[config.mk]
export PLATFORM = sky130hd
export DESIGN_NAME = mcoc_lite_top
export DESIGN_NICKNAME = d
export VERILOG_FILES = /design/src/source/mcoc_bus_pkg.sv /design/src/source/mcoc_periph_pkg.sv /design/src/source/mcoc_bus_decode.sv /design/src/source/mcoc_timer_pwm.sv /design/src/source/mcoc_gpio_port.sv /design/src/source/mcoc_intc.sv /design/src/source/mcoc_bus_return.sv /design/src/source/mcoc_lite_top.sv
export SDC_FILE = /design/constraint.sdc
export NUM_CORES = 1
export LEC_CHECK = 0
export ABC_AREA = 1
export BUFFER_PORTS_ARGS = -buffer_cell sky130_fd_sc_hd__buf_4
export CORE_MARGIN = 2
export CORE_UTILIZATION = 34
export DETAILED_ROUTE_END_ITERATION = 16
export PLACE_DENSITY = 0.48
export SYNTH_ARGS = -nofsm -noshare
export SYNTH_HDL_FRONTEND = slang
export SYNTH_SLANG_ARGS = --single-unit
[constraint.sdc]
create_clock -name clk -period 2.1 [get_ports clk]
set_input_delay 0.105 -clock clk [delete_from_list [all_inputs] [get_ports clk]]
set_output_delay 0.105 -clock clk [all_outputs]
set_load 0.01 [all_outputs]
[src/source/mcoc_bus_pkg.sv]
`default_nettype none

package mcoc_bus_pkg;

	typedef logic [15:0] bus_addr_t;	// Word address
	typedef logic [15:0] bus_data_t;	// Bus data word
	typedef logic [3:0]  reg_ofs_t;		// Register offset in a block

	// Request from the bus master, 34 bits
	typedef struct packed {
		logic      rd;		// Read strobe
		logic      wr;		// Write strobe
		bus_addr_t addr;
		bus_data_t wdata;
	} bus_req_t;

	// One-hot block selects
	typedef struct packed {
		logic intc;
		logic idrg;
		logic port;
		logic tim0;
		logic tim1;
	} blk_sel_t;

	// Decoded request seen by all peripherals, 27 bits
	typedef struct packed {
		blk_sel_t  sel;
		logic      rd;
		logic      wr;
		reg_ofs_t  ofs;
		bus_data_t wdata;
	} dec_req_t;

	// Block bases, 16 registers each
	localparam bus_addr_t INTC_BASE = 16'hFE00;
	localparam bus_addr_t IDRG_BASE = 16'hFE10;
	localparam bus_addr_t PORT_BASE = 16'hFE20;
	localparam bus_addr_t TIM0_BASE = 16'hFE30;
	localparam bus_addr_t TIM1_BASE = 16'hFE40;

endpackage

`default_nettype wire

[src/source/mcoc_periph_pkg.sv]
`default_nettype none

package mcoc_periph_pkg;

	// ID block
	localparam mcoc_bus_pkg::bus_data_t ID_IDCODE     = 16'h1150;
	localparam mcoc_bus_pkg::bus_data_t ID_VERSNO     = 16'h0148;
	localparam mcoc_bus_pkg::reg_ofs_t  ID_OFS_IDCODE = 4'd0;
	localparam mcoc_bus_pkg::reg_ofs_t  ID_OFS_VERSNO = 4'd1;

	// Timer registers
	localparam mcoc_bus_pkg::reg_ofs_t TIM_CTRL   = 4'd0;	// b0 enable, b1 clear
	localparam mcoc_bus_pkg::reg_ofs_t TIM_PERIOD = 4'd1;
	localparam mcoc_bus_pkg::reg_ofs_t TIM_CMPA   = 4'd2;
	localparam mcoc_bus_pkg::reg_ofs_t TIM_CMPB   = 4'd3;
	localparam mcoc_bus_pkg::reg_ofs_t TIM_COUNT  = 4'd4;	// Read only

	// Port registers
	localparam mcoc_bus_pkg::reg_ofs_t PORT_OUT = 4'd0;
	localparam mcoc_bus_pkg::reg_ofs_t PORT_ENB = 4'd1;
	localparam mcoc_bus_pkg::reg_ofs_t PORT_IN  = 4'd2;	// Read only

	// Interrupt controller registers
	localparam mcoc_bus_pkg::reg_ofs_t INTC_FLAG = 4'd0;	// Write 1 to clear
	localparam mcoc_bus_pkg::reg_ofs_t INTC_ENB  = 4'd1;
	localparam mcoc_bus_pkg::reg_ofs_t INTC_VEC  = 4'd2;	// Read only

	// Timer event pulses
	typedef struct packed {
		logic ovf;	// Count wrap
		logic cma;	// Compare A match
		logic cmb;	// Compare B match
	} tim_evt_t;

	localparam int INT_FACTORS = 8;
	typedef logic [$clog2(INT_FACTORS)-1:0] int_vec_t;

	// Factor indices
	localparam int INT_EXT0   = 0;
	localparam int INT_EXT1   = 1;
	localparam int INT_T0_OVF = 2;
	localparam int INT_T0_CMA = 3;
	localparam int INT_T0_CMB = 4;
	localparam int INT_T1_OVF = 5;
	localparam int INT_T1_CMA = 6;
	localparam int INT_T1_CMB = 7;

endpackage

`default_nettype wire

[src/source/mcoc_bus_decode.sv]
`timescale 1ns/1ns
`default_nettype none

module mcoc_bus_decode (
	input  logic                   clk,
	input  logic                   rst_i,
	input  mcoc_bus_pkg::bus_req_t bus_req_i,
	output logic                   bus_rdy_o,
	output mcoc_bus_pkg::dec_req_t dec_req_o
);

	mcoc_bus_pkg::blk_sel_t  sel_c;	// Address compare result
	mcoc_bus_pkg::blk_sel_t  sel_q;
	logic                    rd_q;
	logic                    wr_q;
	mcoc_bus_pkg::reg_ofs_t  ofs_q;
	mcoc_bus_pkg::bus_data_t wdata_q;
	logic                    accept;

	assign accept = bus_rdy_o & (bus_req_i.rd | bus_req_i.wr);	// No back-pressure

	// Upper 12 bits pick the block
	always_comb begin
		sel_c      = '0;
		sel_c.intc = (bus_req_i.addr[15:4] == mcoc_bus_pkg::INTC_BASE[15:4]);
		sel_c.idrg = (bus_req_i.addr[15:4] == mcoc_bus_pkg::IDRG_BASE[15:4]);
		sel_c.port = (bus_req_i.addr[15:4] == mcoc_bus_pkg::PORT_BASE[15:4]);
		sel_c.tim0 = (bus_req_i.addr[15:4] == mcoc_bus_pkg::TIM0_BASE[15:4]);
		sel_c.tim1 = (bus_req_i.addr[15:4] == mcoc_bus_pkg::TIM1_BASE[15:4]);
	end

	// Ready comes up one cycle after reset release
	always_ff @(posedge clk) begin
		if (rst_i) begin
			bus_rdy_o <= 1'b0;
		end else begin
			bus_rdy_o <= 1'b1;
		end
	end

	always_ff @(posedge clk) begin
		if (rst_i) begin
			sel_q <= '0;
			rd_q  <= 1'b0;
			wr_q  <= 1'b0;
		end else begin
			sel_q <= accept ? sel_c : '0;	// Unmapped gives no select
			rd_q  <= accept & bus_req_i.rd;
			wr_q  <= accept & bus_req_i.wr;
		end
	end

	always_ff @(posedge clk) begin
		ofs_q   <= bus_req_i.addr[3:0];
		wdata_q <= bus_req_i.wdata;
	end

	assign dec_req_o = '{sel: sel_q, rd: rd_q, wr: wr_q, ofs: ofs_q, wdata: wdata_q};

endmodule

`default_nettype wire

[src/source/mcoc_timer_pwm.sv]
`timescale 1ns/1ns
`default_nettype none

module mcoc_timer_pwm (
	input  logic                      clk,
	input  logic                      rst_i,
	input  logic                      sel_i,
	input  mcoc_bus_pkg::dec_req_t    dec_req_i,
	output mcoc_bus_pkg::bus_data_t   rdata_o,
	output logic                      pwma_o,
	output logic                      pwmb_o,
	output mcoc_periph_pkg::tim_evt_t evt_o
);

	logic                    en_q;	// CTRL bit 0
	mcoc_bus_pkg::bus_data_t period_q;
	mcoc_bus_pkg::bus_data_t cmpa_q;
	mcoc_bus_pkg::bus_data_t cmpb_q;
	mcoc_bus_pkg::bus_data_t count_q;
	logic                    wr_hit;
	logic                    cnt_clr;
	logic                    wrap;

	assign wr_hit  = sel_i & dec_req_i.wr;
	assign cnt_clr = wr_hit & (dec_req_i.ofs == mcoc_periph_pkg::TIM_CTRL) & dec_req_i.wdata[1];
	assign wrap    = (count_q >= period_q);	// Also recovers if PERIOD drops below count

	// Register writes
	always_ff @(posedge clk) begin
		if (rst_i) begin
			en_q     <= 1'b0;
			period_q <= '0;
			cmpa_q   <= '0;
			cmpb_q   <= '0;
		end else if (wr_hit) begin
			case (dec_req_i.ofs)
				mcoc_periph_pkg::TIM_CTRL:   en_q     <= dec_req_i.wdata[0];
				mcoc_periph_pkg::TIM_PERIOD: period_q <= dec_req_i.wdata;
				mcoc_periph_pkg::TIM_CMPA:   cmpa_q   <= dec_req_i.wdata;
				mcoc_periph_pkg::TIM_CMPB:   cmpb_q   <= dec_req_i.wdata;
				default: ;	// COUNT is read only
			endcase
		end
	end

	// Counter, period is PERIOD+1 cycles
	always_ff @(posedge clk) begin
		if (rst_i || cnt_clr) begin
			count_q <= '0;
		end else if (en_q) begin
			count_q <= wrap ? '0 : count_q + 1'b1;
		end
	end

	// PWM levels and event pulses, all registered
	always_ff @(posedge clk) begin
		if (rst_i) begin
			pwma_o <= 1'b0;
			pwmb_o <= 1'b0;
			evt_o  <= '0;
		end else begin
			pwma_o    <= en_q & (count_q < cmpa_q);
			pwmb_o    <= en_q & (count_q < cmpb_q);
			evt_o.ovf <= en_q & wrap;
			evt_o.cma <= en_q & (count_q == cmpa_q);
			evt_o.cmb <= en_q & (count_q == cmpb_q);
		end
	end

	// Read mux, zero when not addressed
	always_comb begin
		rdata_o = '0;
		if (sel_i && dec_req_i.rd) begin
			case (dec_req_i.ofs)
				mcoc_periph_pkg::TIM_CTRL:   rdata_o = {15'h0, en_q};
				mcoc_periph_pkg::TIM_PERIOD: rdata_o = period_q;
				mcoc_periph_pkg::TIM_CMPA:   rdata_o = cmpa_q;
				mcoc_periph_pkg::TIM_CMPB:   rdata_o = cmpb_q;
				mcoc_periph_pkg::TIM_COUNT:  rdata_o = count_q;
				default:                     rdata_o = '0;
			endcase
		end
	end

endmodule

`default_nettype wire

[src/source/mcoc_gpio_port.sv]
`timescale 1ns/1ns
`default_nettype none

module mcoc_gpio_port (
	input  logic                    clk,
	input  logic                    rst_i,
	input  logic                    sel_i,
	input  mcoc_bus_pkg::dec_req_t  dec_req_i,
	input  logic [7:0]              port_in_i,
	output logic [7:0]              port_out_o,
	output logic [7:0]              port_enb_o,
	output mcoc_bus_pkg::bus_data_t rdata_o
);

	logic [7:0] in_s1;	// First sync stage
	logic [7:0] in_s2;	// Value seen by PORT_IN
	logic       wr_hit;

	assign wr_hit = sel_i & dec_req_i.wr;

	// Output and enable registers, pins start as inputs
	always_ff @(posedge clk) begin
		if (rst_i) begin
			port_out_o <= '0;
			port_enb_o <= '0;
		end else if (wr_hit) begin
			if (dec_req_i.ofs == mcoc_periph_pkg::PORT_OUT) begin
				port_out_o <= dec_req_i.wdata[7:0];
			end
			if (dec_req_i.ofs == mcoc_periph_pkg::PORT_ENB) begin
				port_enb_o <= dec_req_i.wdata[7:0];
			end
		end
	end

	// Two-stage pin synchronizer
	always_ff @(posedge clk) begin
		if (rst_i) begin
			in_s1 <= '0;
			in_s2 <= '0;
		end else begin
			in_s1 <= port_in_i;
			in_s2 <= in_s1;
		end
	end

	always_comb begin
		rdata_o = '0;
		if (sel_i && dec_req_i.rd) begin
			case (dec_req_i.ofs)
				mcoc_periph_pkg::PORT_OUT: rdata_o = {8'h0, port_out_o};
				mcoc_periph_pkg::PORT_ENB: rdata_o = {8'h0, port_enb_o};
				mcoc_periph_pkg::PORT_IN:  rdata_o = {8'h0, in_s2};
				default:                   rdata_o = '0;
			endcase
		end
	end

endmodule

`default_nettype wire

[src/source/mcoc_intc.sv]
`timescale 1ns/1ns
`default_nettype none

module mcoc_intc (
	input  logic                      clk,
	input  logic                      rst_i,
	input  logic                      sel_i,
	input  mcoc_bus_pkg::dec_req_t    dec_req_i,
	input  logic [1:0]                ext_int_i,
	input  mcoc_periph_pkg::tim_evt_t tim0_evt_i,
	input  mcoc_periph_pkg::tim_evt_t tim1_evt_i,
	output mcoc_bus_pkg::bus_data_t   rdata_o,
	output logic                      irq_o
);

	localparam int NF = mcoc_periph_pkg::INT_FACTORS;

	logic [1:0]                ext_s1;
	logic [1:0]                ext_s2;
	logic [1:0]                ext_s3;	// Previous level for edge detect
	logic [NF-1:0]             fct;	// Event per factor
	logic [NF-1:0]             flag_q;
	logic [NF-1:0]             enb_q;
	logic [NF-1:0]             clr;
	logic [NF-1:0]             pend;
	mcoc_periph_pkg::int_vec_t vec_c;
	logic                      wr_hit;

	assign wr_hit = sel_i & dec_req_i.wr;
	assign clr    = (wr_hit && dec_req_i.ofs == mcoc_periph_pkg::INTC_FLAG) ?
			dec_req_i.wdata[NF-1:0] : '0;
	assign pend   = flag_q & enb_q;

	// External pins synchronized, rising edge only
	always_ff @(posedge clk) begin
		if (rst_i) begin
			ext_s1 <= '0;
			ext_s2 <= '0;
			ext_s3 <= '0;
		end else begin
			ext_s1 <= ext_int_i;
			ext_s2 <= ext_s1;
			ext_s3 <= ext_s2;
		end
	end

	always_comb begin
		fct                              = '0;
		fct[mcoc_periph_pkg::INT_EXT0]   = ext_s2[0] & ~ext_s3[0];
		fct[mcoc_periph_pkg::INT_EXT1]   = ext_s2[1] & ~ext_s3[1];
		fct[mcoc_periph_pkg::INT_T0_OVF] = tim0_evt_i.ovf;
		fct[mcoc_periph_pkg::INT_T0_CMA] = tim0_evt_i.cma;
		fct[mcoc_periph_pkg::INT_T0_CMB] = tim0_evt_i.cmb;
		fct[mcoc_periph_pkg::INT_T1_OVF] = tim1_evt_i.ovf;
		fct[mcoc_periph_pkg::INT_T1_CMA] = tim1_evt_i.cma;
		fct[mcoc_periph_pkg::INT_T1_CMB] = tim1_evt_i.cmb;
	end

	// Sticky flags, a new event wins over a clear
	always_ff @(posedge clk) begin
		if (rst_i) begin
			flag_q <= '0;
			enb_q  <= '0;
			irq_o  <= 1'b0;
		end else begin
			flag_q <= (flag_q & ~clr) | fct;
			if (wr_hit && dec_req_i.ofs == mcoc_periph_pkg::INTC_ENB) begin
				enb_q <= dec_req_i.wdata[NF-1:0];
			end
			irq_o <= |pend;
		end
	end

	// Lowest pending index has priority
	always_comb begin
		vec_c = '0;
		for (int i = NF - 1; i >= 0; i--) begin
			if (pend[i]) begin
				vec_c = mcoc_periph_pkg::int_vec_t'(i);
			end
		end
	end

	always_comb begin
		rdata_o = '0;
		if (sel_i && dec_req_i.rd) begin
			case (dec_req_i.ofs)
				mcoc_periph_pkg::INTC_FLAG: rdata_o = mcoc_bus_pkg::bus_data_t'(flag_q);
				mcoc_periph_pkg::INTC_ENB:  rdata_o = mcoc_bus_pkg::bus_data_t'(enb_q);
				mcoc_periph_pkg::INTC_VEC:  rdata_o = mcoc_bus_pkg::bus_data_t'(vec_c);
				default:                    rdata_o = '0;
			endcase
		end
	end

endmodule

`default_nettype wire

[src/source/mcoc_bus_return.sv]
`timescale 1ns/1ns
`default_nettype none

module mcoc_bus_return (
	input  logic                    clk,
	input  logic                    rst_i,
	input  mcoc_bus_pkg::dec_req_t  dec_req_i,
	input  mcoc_bus_pkg::bus_data_t tim0_rdata_i,
	input  mcoc_bus_pkg::bus_data_t tim1_rdata_i,
	input  mcoc_bus_pkg::bus_data_t port_rdata_i,
	input  mcoc_bus_pkg::bus_data_t intc_rdata_i,
	output mcoc_bus_pkg::bus_data_t rdata_o,
	output logic                    rvalid_o
);

	mcoc_bus_pkg::bus_data_t idrg_rdata;	// ID block read word
	mcoc_bus_pkg::bus_data_t or_q;	// First return stage
	logic                    rd_q;

	always_comb begin
		idrg_rdata = '0;
		if (dec_req_i.sel.idrg && dec_req_i.rd) begin
			case (dec_req_i.ofs)
				mcoc_periph_pkg::ID_OFS_IDCODE: idrg_rdata = mcoc_periph_pkg::ID_IDCODE;
				mcoc_periph_pkg::ID_OFS_VERSNO: idrg_rdata = mcoc_periph_pkg::ID_VERSNO;
				default:                        idrg_rdata = '0;
			endcase
		end
	end

	// Idle sources drive zero, so a plain OR merges them
	always_ff @(posedge clk) begin
		or_q    <= idrg_rdata | tim0_rdata_i | tim1_rdata_i | port_rdata_i | intc_rdata_i;
		rdata_o <= or_q;	// Second stage gives the fixed 2-cycle latency
	end

	always_ff @(posedge clk) begin
		if (rst_i) begin
			rd_q     <= 1'b0;
			rvalid_o <= 1'b0;
		end else begin
			rd_q     <= dec_req_i.rd;	// Unmapped reads still return zero
			rvalid_o <= rd_q;
		end
	end

endmodule

`default_nettype wire

[src/source/mcoc_lite_top.sv]
`timescale 1ns/1ns
`default_nettype none

module mcoc_lite_top (
	input  logic                    clk,
	input  logic                    rst_i,
	input  mcoc_bus_pkg::bus_req_t  bus_req_i,
	output logic                    bus_rdy_o,
	output mcoc_bus_pkg::bus_data_t rdata_o,
	output logic                    rvalid_o,
	input  logic [7:0]              port_in_i,
	output logic [7:0]              port_out_o,
	output logic [7:0]              port_enb_o,
	input  logic [1:0]              ext_int_i,
	output logic                    tim0_pwma_o,
	output logic                    tim0_pwmb_o,
	output logic                    tim1_pwma_o,
	output logic                    tim1_pwmb_o,
	output logic                    irq_o
);

	mcoc_bus_pkg::dec_req_t    dec_req;	// Shared by all peripherals
	mcoc_bus_pkg::bus_data_t   tim0_rdata;
	mcoc_bus_pkg::bus_data_t   tim1_rdata;
	mcoc_bus_pkg::bus_data_t   port_rdata;
	mcoc_bus_pkg::bus_data_t   intc_rdata;
	mcoc_periph_pkg::tim_evt_t tim0_evt;
	mcoc_periph_pkg::tim_evt_t tim1_evt;

	mcoc_bus_decode u_decode (
		.clk       (clk),
		.rst_i     (rst_i),
		.bus_req_i (bus_req_i),
		.bus_rdy_o (bus_rdy_o),
		.dec_req_o (dec_req)
	);

	mcoc_timer_pwm u_tim0 (
		.clk       (clk),
		.rst_i     (rst_i),
		.sel_i     (dec_req.sel.tim0),
		.dec_req_i (dec_req),
		.rdata_o   (tim0_rdata),
		.pwma_o    (tim0_pwma_o),
		.pwmb_o    (tim0_pwmb_o),
		.evt_o     (tim0_evt)
	);

	mcoc_timer_pwm u_tim1 (
		.clk       (clk),
		.rst_i     (rst_i),
		.sel_i     (dec_req.sel.tim1),
		.dec_req_i (dec_req),
		.rdata_o   (tim1_rdata),
		.pwma_o    (tim1_pwma_o),
		.pwmb_o    (tim1_pwmb_o),
		.evt_o     (tim1_evt)
	);

	mcoc_gpio_port u_port (
		.clk        (clk),
		.rst_i      (rst_i),
		.sel_i      (dec_req.sel.port),
		.dec_req_i  (dec_req),
		.port_in_i  (port_in_i),
		.port_out_o (port_out_o),
		.port_enb_o (port_enb_o),
		.rdata_o    (port_rdata)
	);

	mcoc_intc u_intc (
		.clk        (clk),
		.rst_i      (rst_i),
		.sel_i      (dec_req.sel.intc),
		.dec_req_i  (dec_req),
		.ext_int_i  (ext_int_i),
		.tim0_evt_i (tim0_evt),
		.tim1_evt_i (tim1_evt),
		.rdata_o    (intc_rdata),
		.irq_o      (irq_o)
	);

	mcoc_bus_return u_return (
		.clk          (clk),
		.rst_i        (rst_i),
		.dec_req_i    (dec_req),
		.tim0_rdata_i (tim0_rdata),
		.tim1_rdata_i (tim1_rdata),
		.port_rdata_i (port_rdata),
		.intc_rdata_i (intc_rdata),
		.rdata_o      (rdata_o),
		.rvalid_o     (rvalid_o)
	);

endmodule

`default_nettype wire

Word-level counts from Yosys, hierarchy flattened
Cells that the tools add are included.
{ "totals": {"regBits": 257, "out_inout_bits": 39} }
{ "op_classes": {"add_sub_neg": 2, "magnitude_cmp": 6, "n_eq_ne": 13, "n_mux": 22, "bitwise": 35, "n_reduce_logical": 22} }
{ "ops": {"columns": ["cell", "n"], "rows": [
  ["16-bit one-hot mux with 5 select lines", 2],
  ["16-bit 2-to-1 mux", 7],
  ["16-bit equality test", 4],
  ["16-bit less-than comparator", 4],
  ["16-bit OR", 4],
  ["12-bit equality test, second input constant", 5],
  ["8-bit one-hot mux with 3 select lines", 2],
  ["16-bit by 1-bit adder with 16-bit output, second input constant", 2],
  ["16-bit >= comparator", 2],
  ["13-bit one-hot mux with 2 select lines", 1],
  ["3-bit 2-to-1 mux", 8],
  ["1-bit bitwise AND", 23],
  ["2-bit AND reduction", 10],
  ["8-bit bitwise AND", 2],
  ["4-bit by 2-bit equality test with 1-bit output, second input constant", 2],
  ["8-bit 2-to-1 mux", 1],
  ["8-bit inverter", 1],
  ["8-bit OR", 1],
  ["8-bit OR reduction", 1],
  ["1-bit logical AND", 7],
  ["4-bit by 1-bit equality test with 1-bit output, second input constant", 1],
  ["4-bit by 3-bit equality test with 1-bit output, second input constant", 1],
  ["4-bit zero test", 1],
  ["1-bit inverter", 3],
  ["other kinds (4)", 5]
]} }

Logic depth before layout (Yosys ltp)
{ "depth": {"ltp_word": 12, "depth_mapped": 15} }

Hierarchy
From an unflattened synthesis, not the netlist that was laid out.
{ "unflattened": {"hier_cells": 1715, "hier_area_um2": 12692.2} }
{ "modules_own_cells": {"columns": ["mod", "instances", "cells_per_inst", "area_per_inst_um2", "seq_area_each_um2"], "rows": [
  ["mcoc_timer_pwm (u_tim1)", 1, 580, 4197.8, 1401.3],
  ["mcoc_timer_pwm (u_tim0)", 1, 576, 4184.0, 1401.3],
  ["mcoc_gpio_port", 1, 221, 1483.9, 640.6],
  ["mcoc_intc", 1, 166, 1121.1, 460.4],
  ["mcoc_bus_return", 1, 101, 965.9, 680.7],
  ["mcoc_bus_decode", 1, 71, 739.5, 560.5]
]} }

Least setup slack after synthesis
Ideal clock, no wire load.
{ "synth_path": {"path_kind": "reg-to-reg", "start": "register u_tim0.count_q[10]", "end": "register u_tim0.count_q[12]", "setup_ns": 0.117, "arrival_ns": 1.472, "slack_ns": 0.511, "path_stages_with_launch": 12, "n_path_buf": 1, "period_less_slack_ns": 1.589, "path_cell_list": "dfxtp_1 -> ha_1 -> nand2_1 -> inv_1 -> nand3_1 -> nor3_1 -> nand2_1 -> nand3_1 -> nand2_1 -> nand2_2 -> buf_4 -> nor2_1"} }
{ "synth_via": {"elab_chain_len": 2, "elab_cells_between_ends": 3, "classes_between": "add/sub: 1; order compare: 1; mux: 1"} }
{ "synth_rtl": {"columns": ["element", "line_no", "rtl"], "rows": [
  ["start: declaration", "mcoc_timer_pwm.sv:19", "mcoc_bus_pkg::bus_data_t count_q;"],
  ["start signal: assignment", "mcoc_timer_pwm.sv:51", "count_q <= wrap ? '0 : count_q + 1'b1;"],
  ["16-bit by 1-bit adder with 16-bit output or 16-bit >= comparator (tied branches)", "mcoc_timer_pwm.sv:51, mcoc_timer_pwm.sv:26", null],
  ["16-bit 2-to-1 mux (*)", "mcoc_timer_pwm.sv:51", null]
]} }
Every way passes the cells marked *; elsewhere a longest branch is shown, timed or not.
A chain may end at the register's enable or synchronous reset.

Worst setup path after layout
{ "layout_path": {"start": "register u_decode.ofs_q[3]", "end": "register u_return.or_q[13]"} }
{ "layout_via": {"elab_chain_len": 7, "elab_cells_between_ends": 13, "classes_between": "eq/ne: 4; mux: 4; bitwise: 4; reduce/logical: 1"} }
{ "layout_rtl": {"columns": ["element", "line_no", "rtl"], "rows": [
  ["start: declaration", "mcoc_bus_decode.sv:16", "mcoc_bus_pkg::reg_ofs_t ofs_q;"],
  ["start signal: assignment", "mcoc_bus_decode.sv:54", "ofs_q <= bus_req_i.addr[3:0];"],
  ["4-bit by 3-bit equality test with 1-bit output, or another cell as far along", "mcoc_timer_pwm.sv:74", "case (dec_req_i.ofs)"],
  ["16-bit one-hot mux with 5 select lines", "mcoc_timer_pwm.sv:74", null],
  ["16-bit 2-to-1 mux", "mcoc_timer_pwm.sv:73", "if (sel_i && dec_req_i.rd) begin"],
  ["16-bit OR", "mcoc_bus_return.sv:33", "or_q <= idrg_rdata | tim0_rdata_i | tim1_rdata_i | port_rdata_i | intc_rdata_i;"],
  ["16-bit OR (*) (3 in series)", "mcoc_bus_return.sv:33", null],
  ["end signal: assignment", "mcoc_bus_return.sv:33", null],
  ["end: declaration", "mcoc_bus_return.sv:17", "mcoc_bus_pkg::bus_data_t or_q;"]
]} }
Marks and branches as above.

==> out/qor.yml <==
grt-ovfl-total: 0
seq_power_share_pct: 43.1
syn_to_final_growth_pct: 24.5
dr.pass1.iters: 5
die_w_microns: 191
io_pins: 85
finalSetupTns_ps: 0
viasPerCell: 4.94
cts_tree: "built"
hpwl_microns: 27300
rsz0062_at_grt: "no"
die_h_microns: 191
dieArea_sq_mm: 0.0367
final_common_cell: "dfxtp_1"
cp_max_fo: 43
tightest_slew_ps: 677
ys_seq_area_share_pct: 43.1
clock_tree.buffer_depth: 3
routed-via-count: 10700
whs_path_depth: 6
post-route-cell-area_sq_mm: 0.0149
fin_ws_ps: 92.9
io_buffers: 84
cts_setup_buffers: 0
critPathKind: "flip-flop to flip-flop"
drt-total-wl_microns: 37500
combPwrFrac_pct: 3.2
start_kind: "flip-flop"
cp_data_required_time_ps: 2540
antenna_left: 0
hp-class: "primary input to flip-flop"
fin_util_pct: 43.1
worstSetupStartpoint: "u_decode.ofs_q[3]"
ctsRootBufferMaster: "clkbuf_16"
clkPwrFrac_pct: 53.7
globalplace.congestion: 0.855
dp_worst_setup_slack_ps: -104
switching_share_pct: 21.6
reg2reg_from: "u_decode.ofs_q[3]"
synth_cell_types: 43
cp.arrival_ps: 2450
dp.cells: 2069
reg2reg_depth: 7
core_area_sq_mm: 0.0345
rows: 68
yosys_warnings: 0
grt_pass1_vias: 10200
htreeDepth: 1
layout_min_cycle_time_ps: 2010
wl_per_cell_microns: 17.3
initial_core_util_pct: 34.6
final_cell_mix: "256 x dfxtp_1, 232 x nand2_1, 212 x inv_1"
setup_viol: 0
peakVddDrop_uv: 635
clock_latency_ps: 570
grt_pass1_wl_microns: 58500
hold_ws_ps: 98.0
p_int_mw: 9.08
power.density_mw_per_mm2: 778
hold_viol: 0
clk_pin_slew_ps: 60
grt_start_max_net_pins: 82
clock_sinks: 257
instances_no_fill: 2168
synthCells: 1550
ys_seq_elements: 257
cap_violations: 0
p_sw_mw: 2.50
grt_usage_pct: 20.6
nets: 1833
diodes: 0
p_leak_nw: 6.28
antenna_found_initial: 0
cp-end-kind: "flip-flop"
finalPower_mw: 11.6
min_from: "bus_req_i[26]"
cts_buffers: 31
drt_iter0_drc: 761
outcome: "completed"
fmax_ghz: 0.498
drive_above_1_share_pct: 12.7
syn-cell-area_sq_mm: 0.0119
syn-num-nets: 1694
place_area_sq_mm: 0.0132
max_slew_margin_pct: 54.4
finalCritPeriodShare_pct: 95.6
fin_worst_skew_ps: 10.7
synth.avg_cell_area_sq_um: 7.71
slew_viol_final: 0
drc_errors: 0
## critical path: stages, from the launching register on
cell and delay (ps):
dfxtp_1 450, nor2_4 110, nand2_4 100, buf_12 250
o22ai_1 110, o21ai_0 550, buf_4 220, nand2_1 70
## metal layers
metal | wire length [microns] | up-vias | GRT usage (%)
li1 | - | 5433 | -
met2 | 16500 | 261 | 31.8
met1 | 18000 | 4977 | 29.5
met3 | 2250 | 49 | 3.51
met4 | 770 | 0 | 5.41
met5 | 0 | - | 0
## final cells by class
| cell class | instances | area (sq um) |
|---|---|---|
| fill | 3586 | 19700 |
| multi-input combinational | 1006 | 5660 |
| sequential | 257 | 5150 |
| timing repair buffer | 175 | 1480 |
| clock buffer | 42 | 907 |
| inverter | 218 | 818 |
| tap | 455 | 569 |
| clock inverter | 15 | 290 |
## synth_stat cells (all sizes together)
library cell	instances	share of area, %
a211oi	3	0.19
a21o	2	0.13
a21oi	175	7.3
and3	1	0.052
buf	37	1.7
clkbuf	32	1.0
clkinv	1	0.031
dfxtp	257	43
ha	98	10
inv	217	6.8
nand2	238	7.6
nand3	63	2.7
nand3b	3	0.19
nand4	16	0.94
nor2	120	4.2
nor3	14	0.59
nor3b	2	0.13
nor4	5	0.26
nor4b	1	0.073
o2111ai	1	0.073
o211ai	9	0.57
o21a	1	0.063
o21ai	175	7.3
o21bai	2	0.13
o221ai	1	0.073
o22ai	54	2.8
o311ai	1	0.073
o31ai	1	0.063
or2	2	0.10
xnor2	5	0.37
xor2	13	0.95
## cells by family after synthesis
family	synth area share (%)
AND/OR/NAND/NOR	16.9
AO/OA/AOI/OAI	18.8
buffers and inverters	9.61
flip-flops	43.1
adder cells (fa/ha/maj)	10.3
XOR/XNOR	1.32
## power groups by stage
stage / sequential (mW) / combinational (mW) / clock [mW]
global route: 4.99 / 0.404 / 6.56
floorplan: 5.05 / 0.174 / 0
detailed placement: 5.10 / 0.310 / 0
CTS: 4.99 / 0.365 / 6.34
global placement: 5.10 / 0.308 / 0
finish: 4.99 / 0.369 / 6.22
## what timing repair did
| item | in CTS | in global routing |
|---|---|---|
| resized for setup | 1 | 2 |
| hold buffers | 42 | 0 |
| pin swaps | 0 | 0 |
| setup endpoints to repair | 1 | 11 |
| endpoints found under the hold margin | 43 | 0 |
## final timing paths
| check | slack, ps | endpoint |
|---|---|---|
| min | 100 | u_decode.dec_req_o[26] |
| max | 90 | u_return.or_q[13] |
| max reg2reg | 90 | u_return.or_q[13] |
| min reg2reg | 320 | u_return.rdata_o[10] |
No activity file was read; power rests on OpenSTA's default activity.
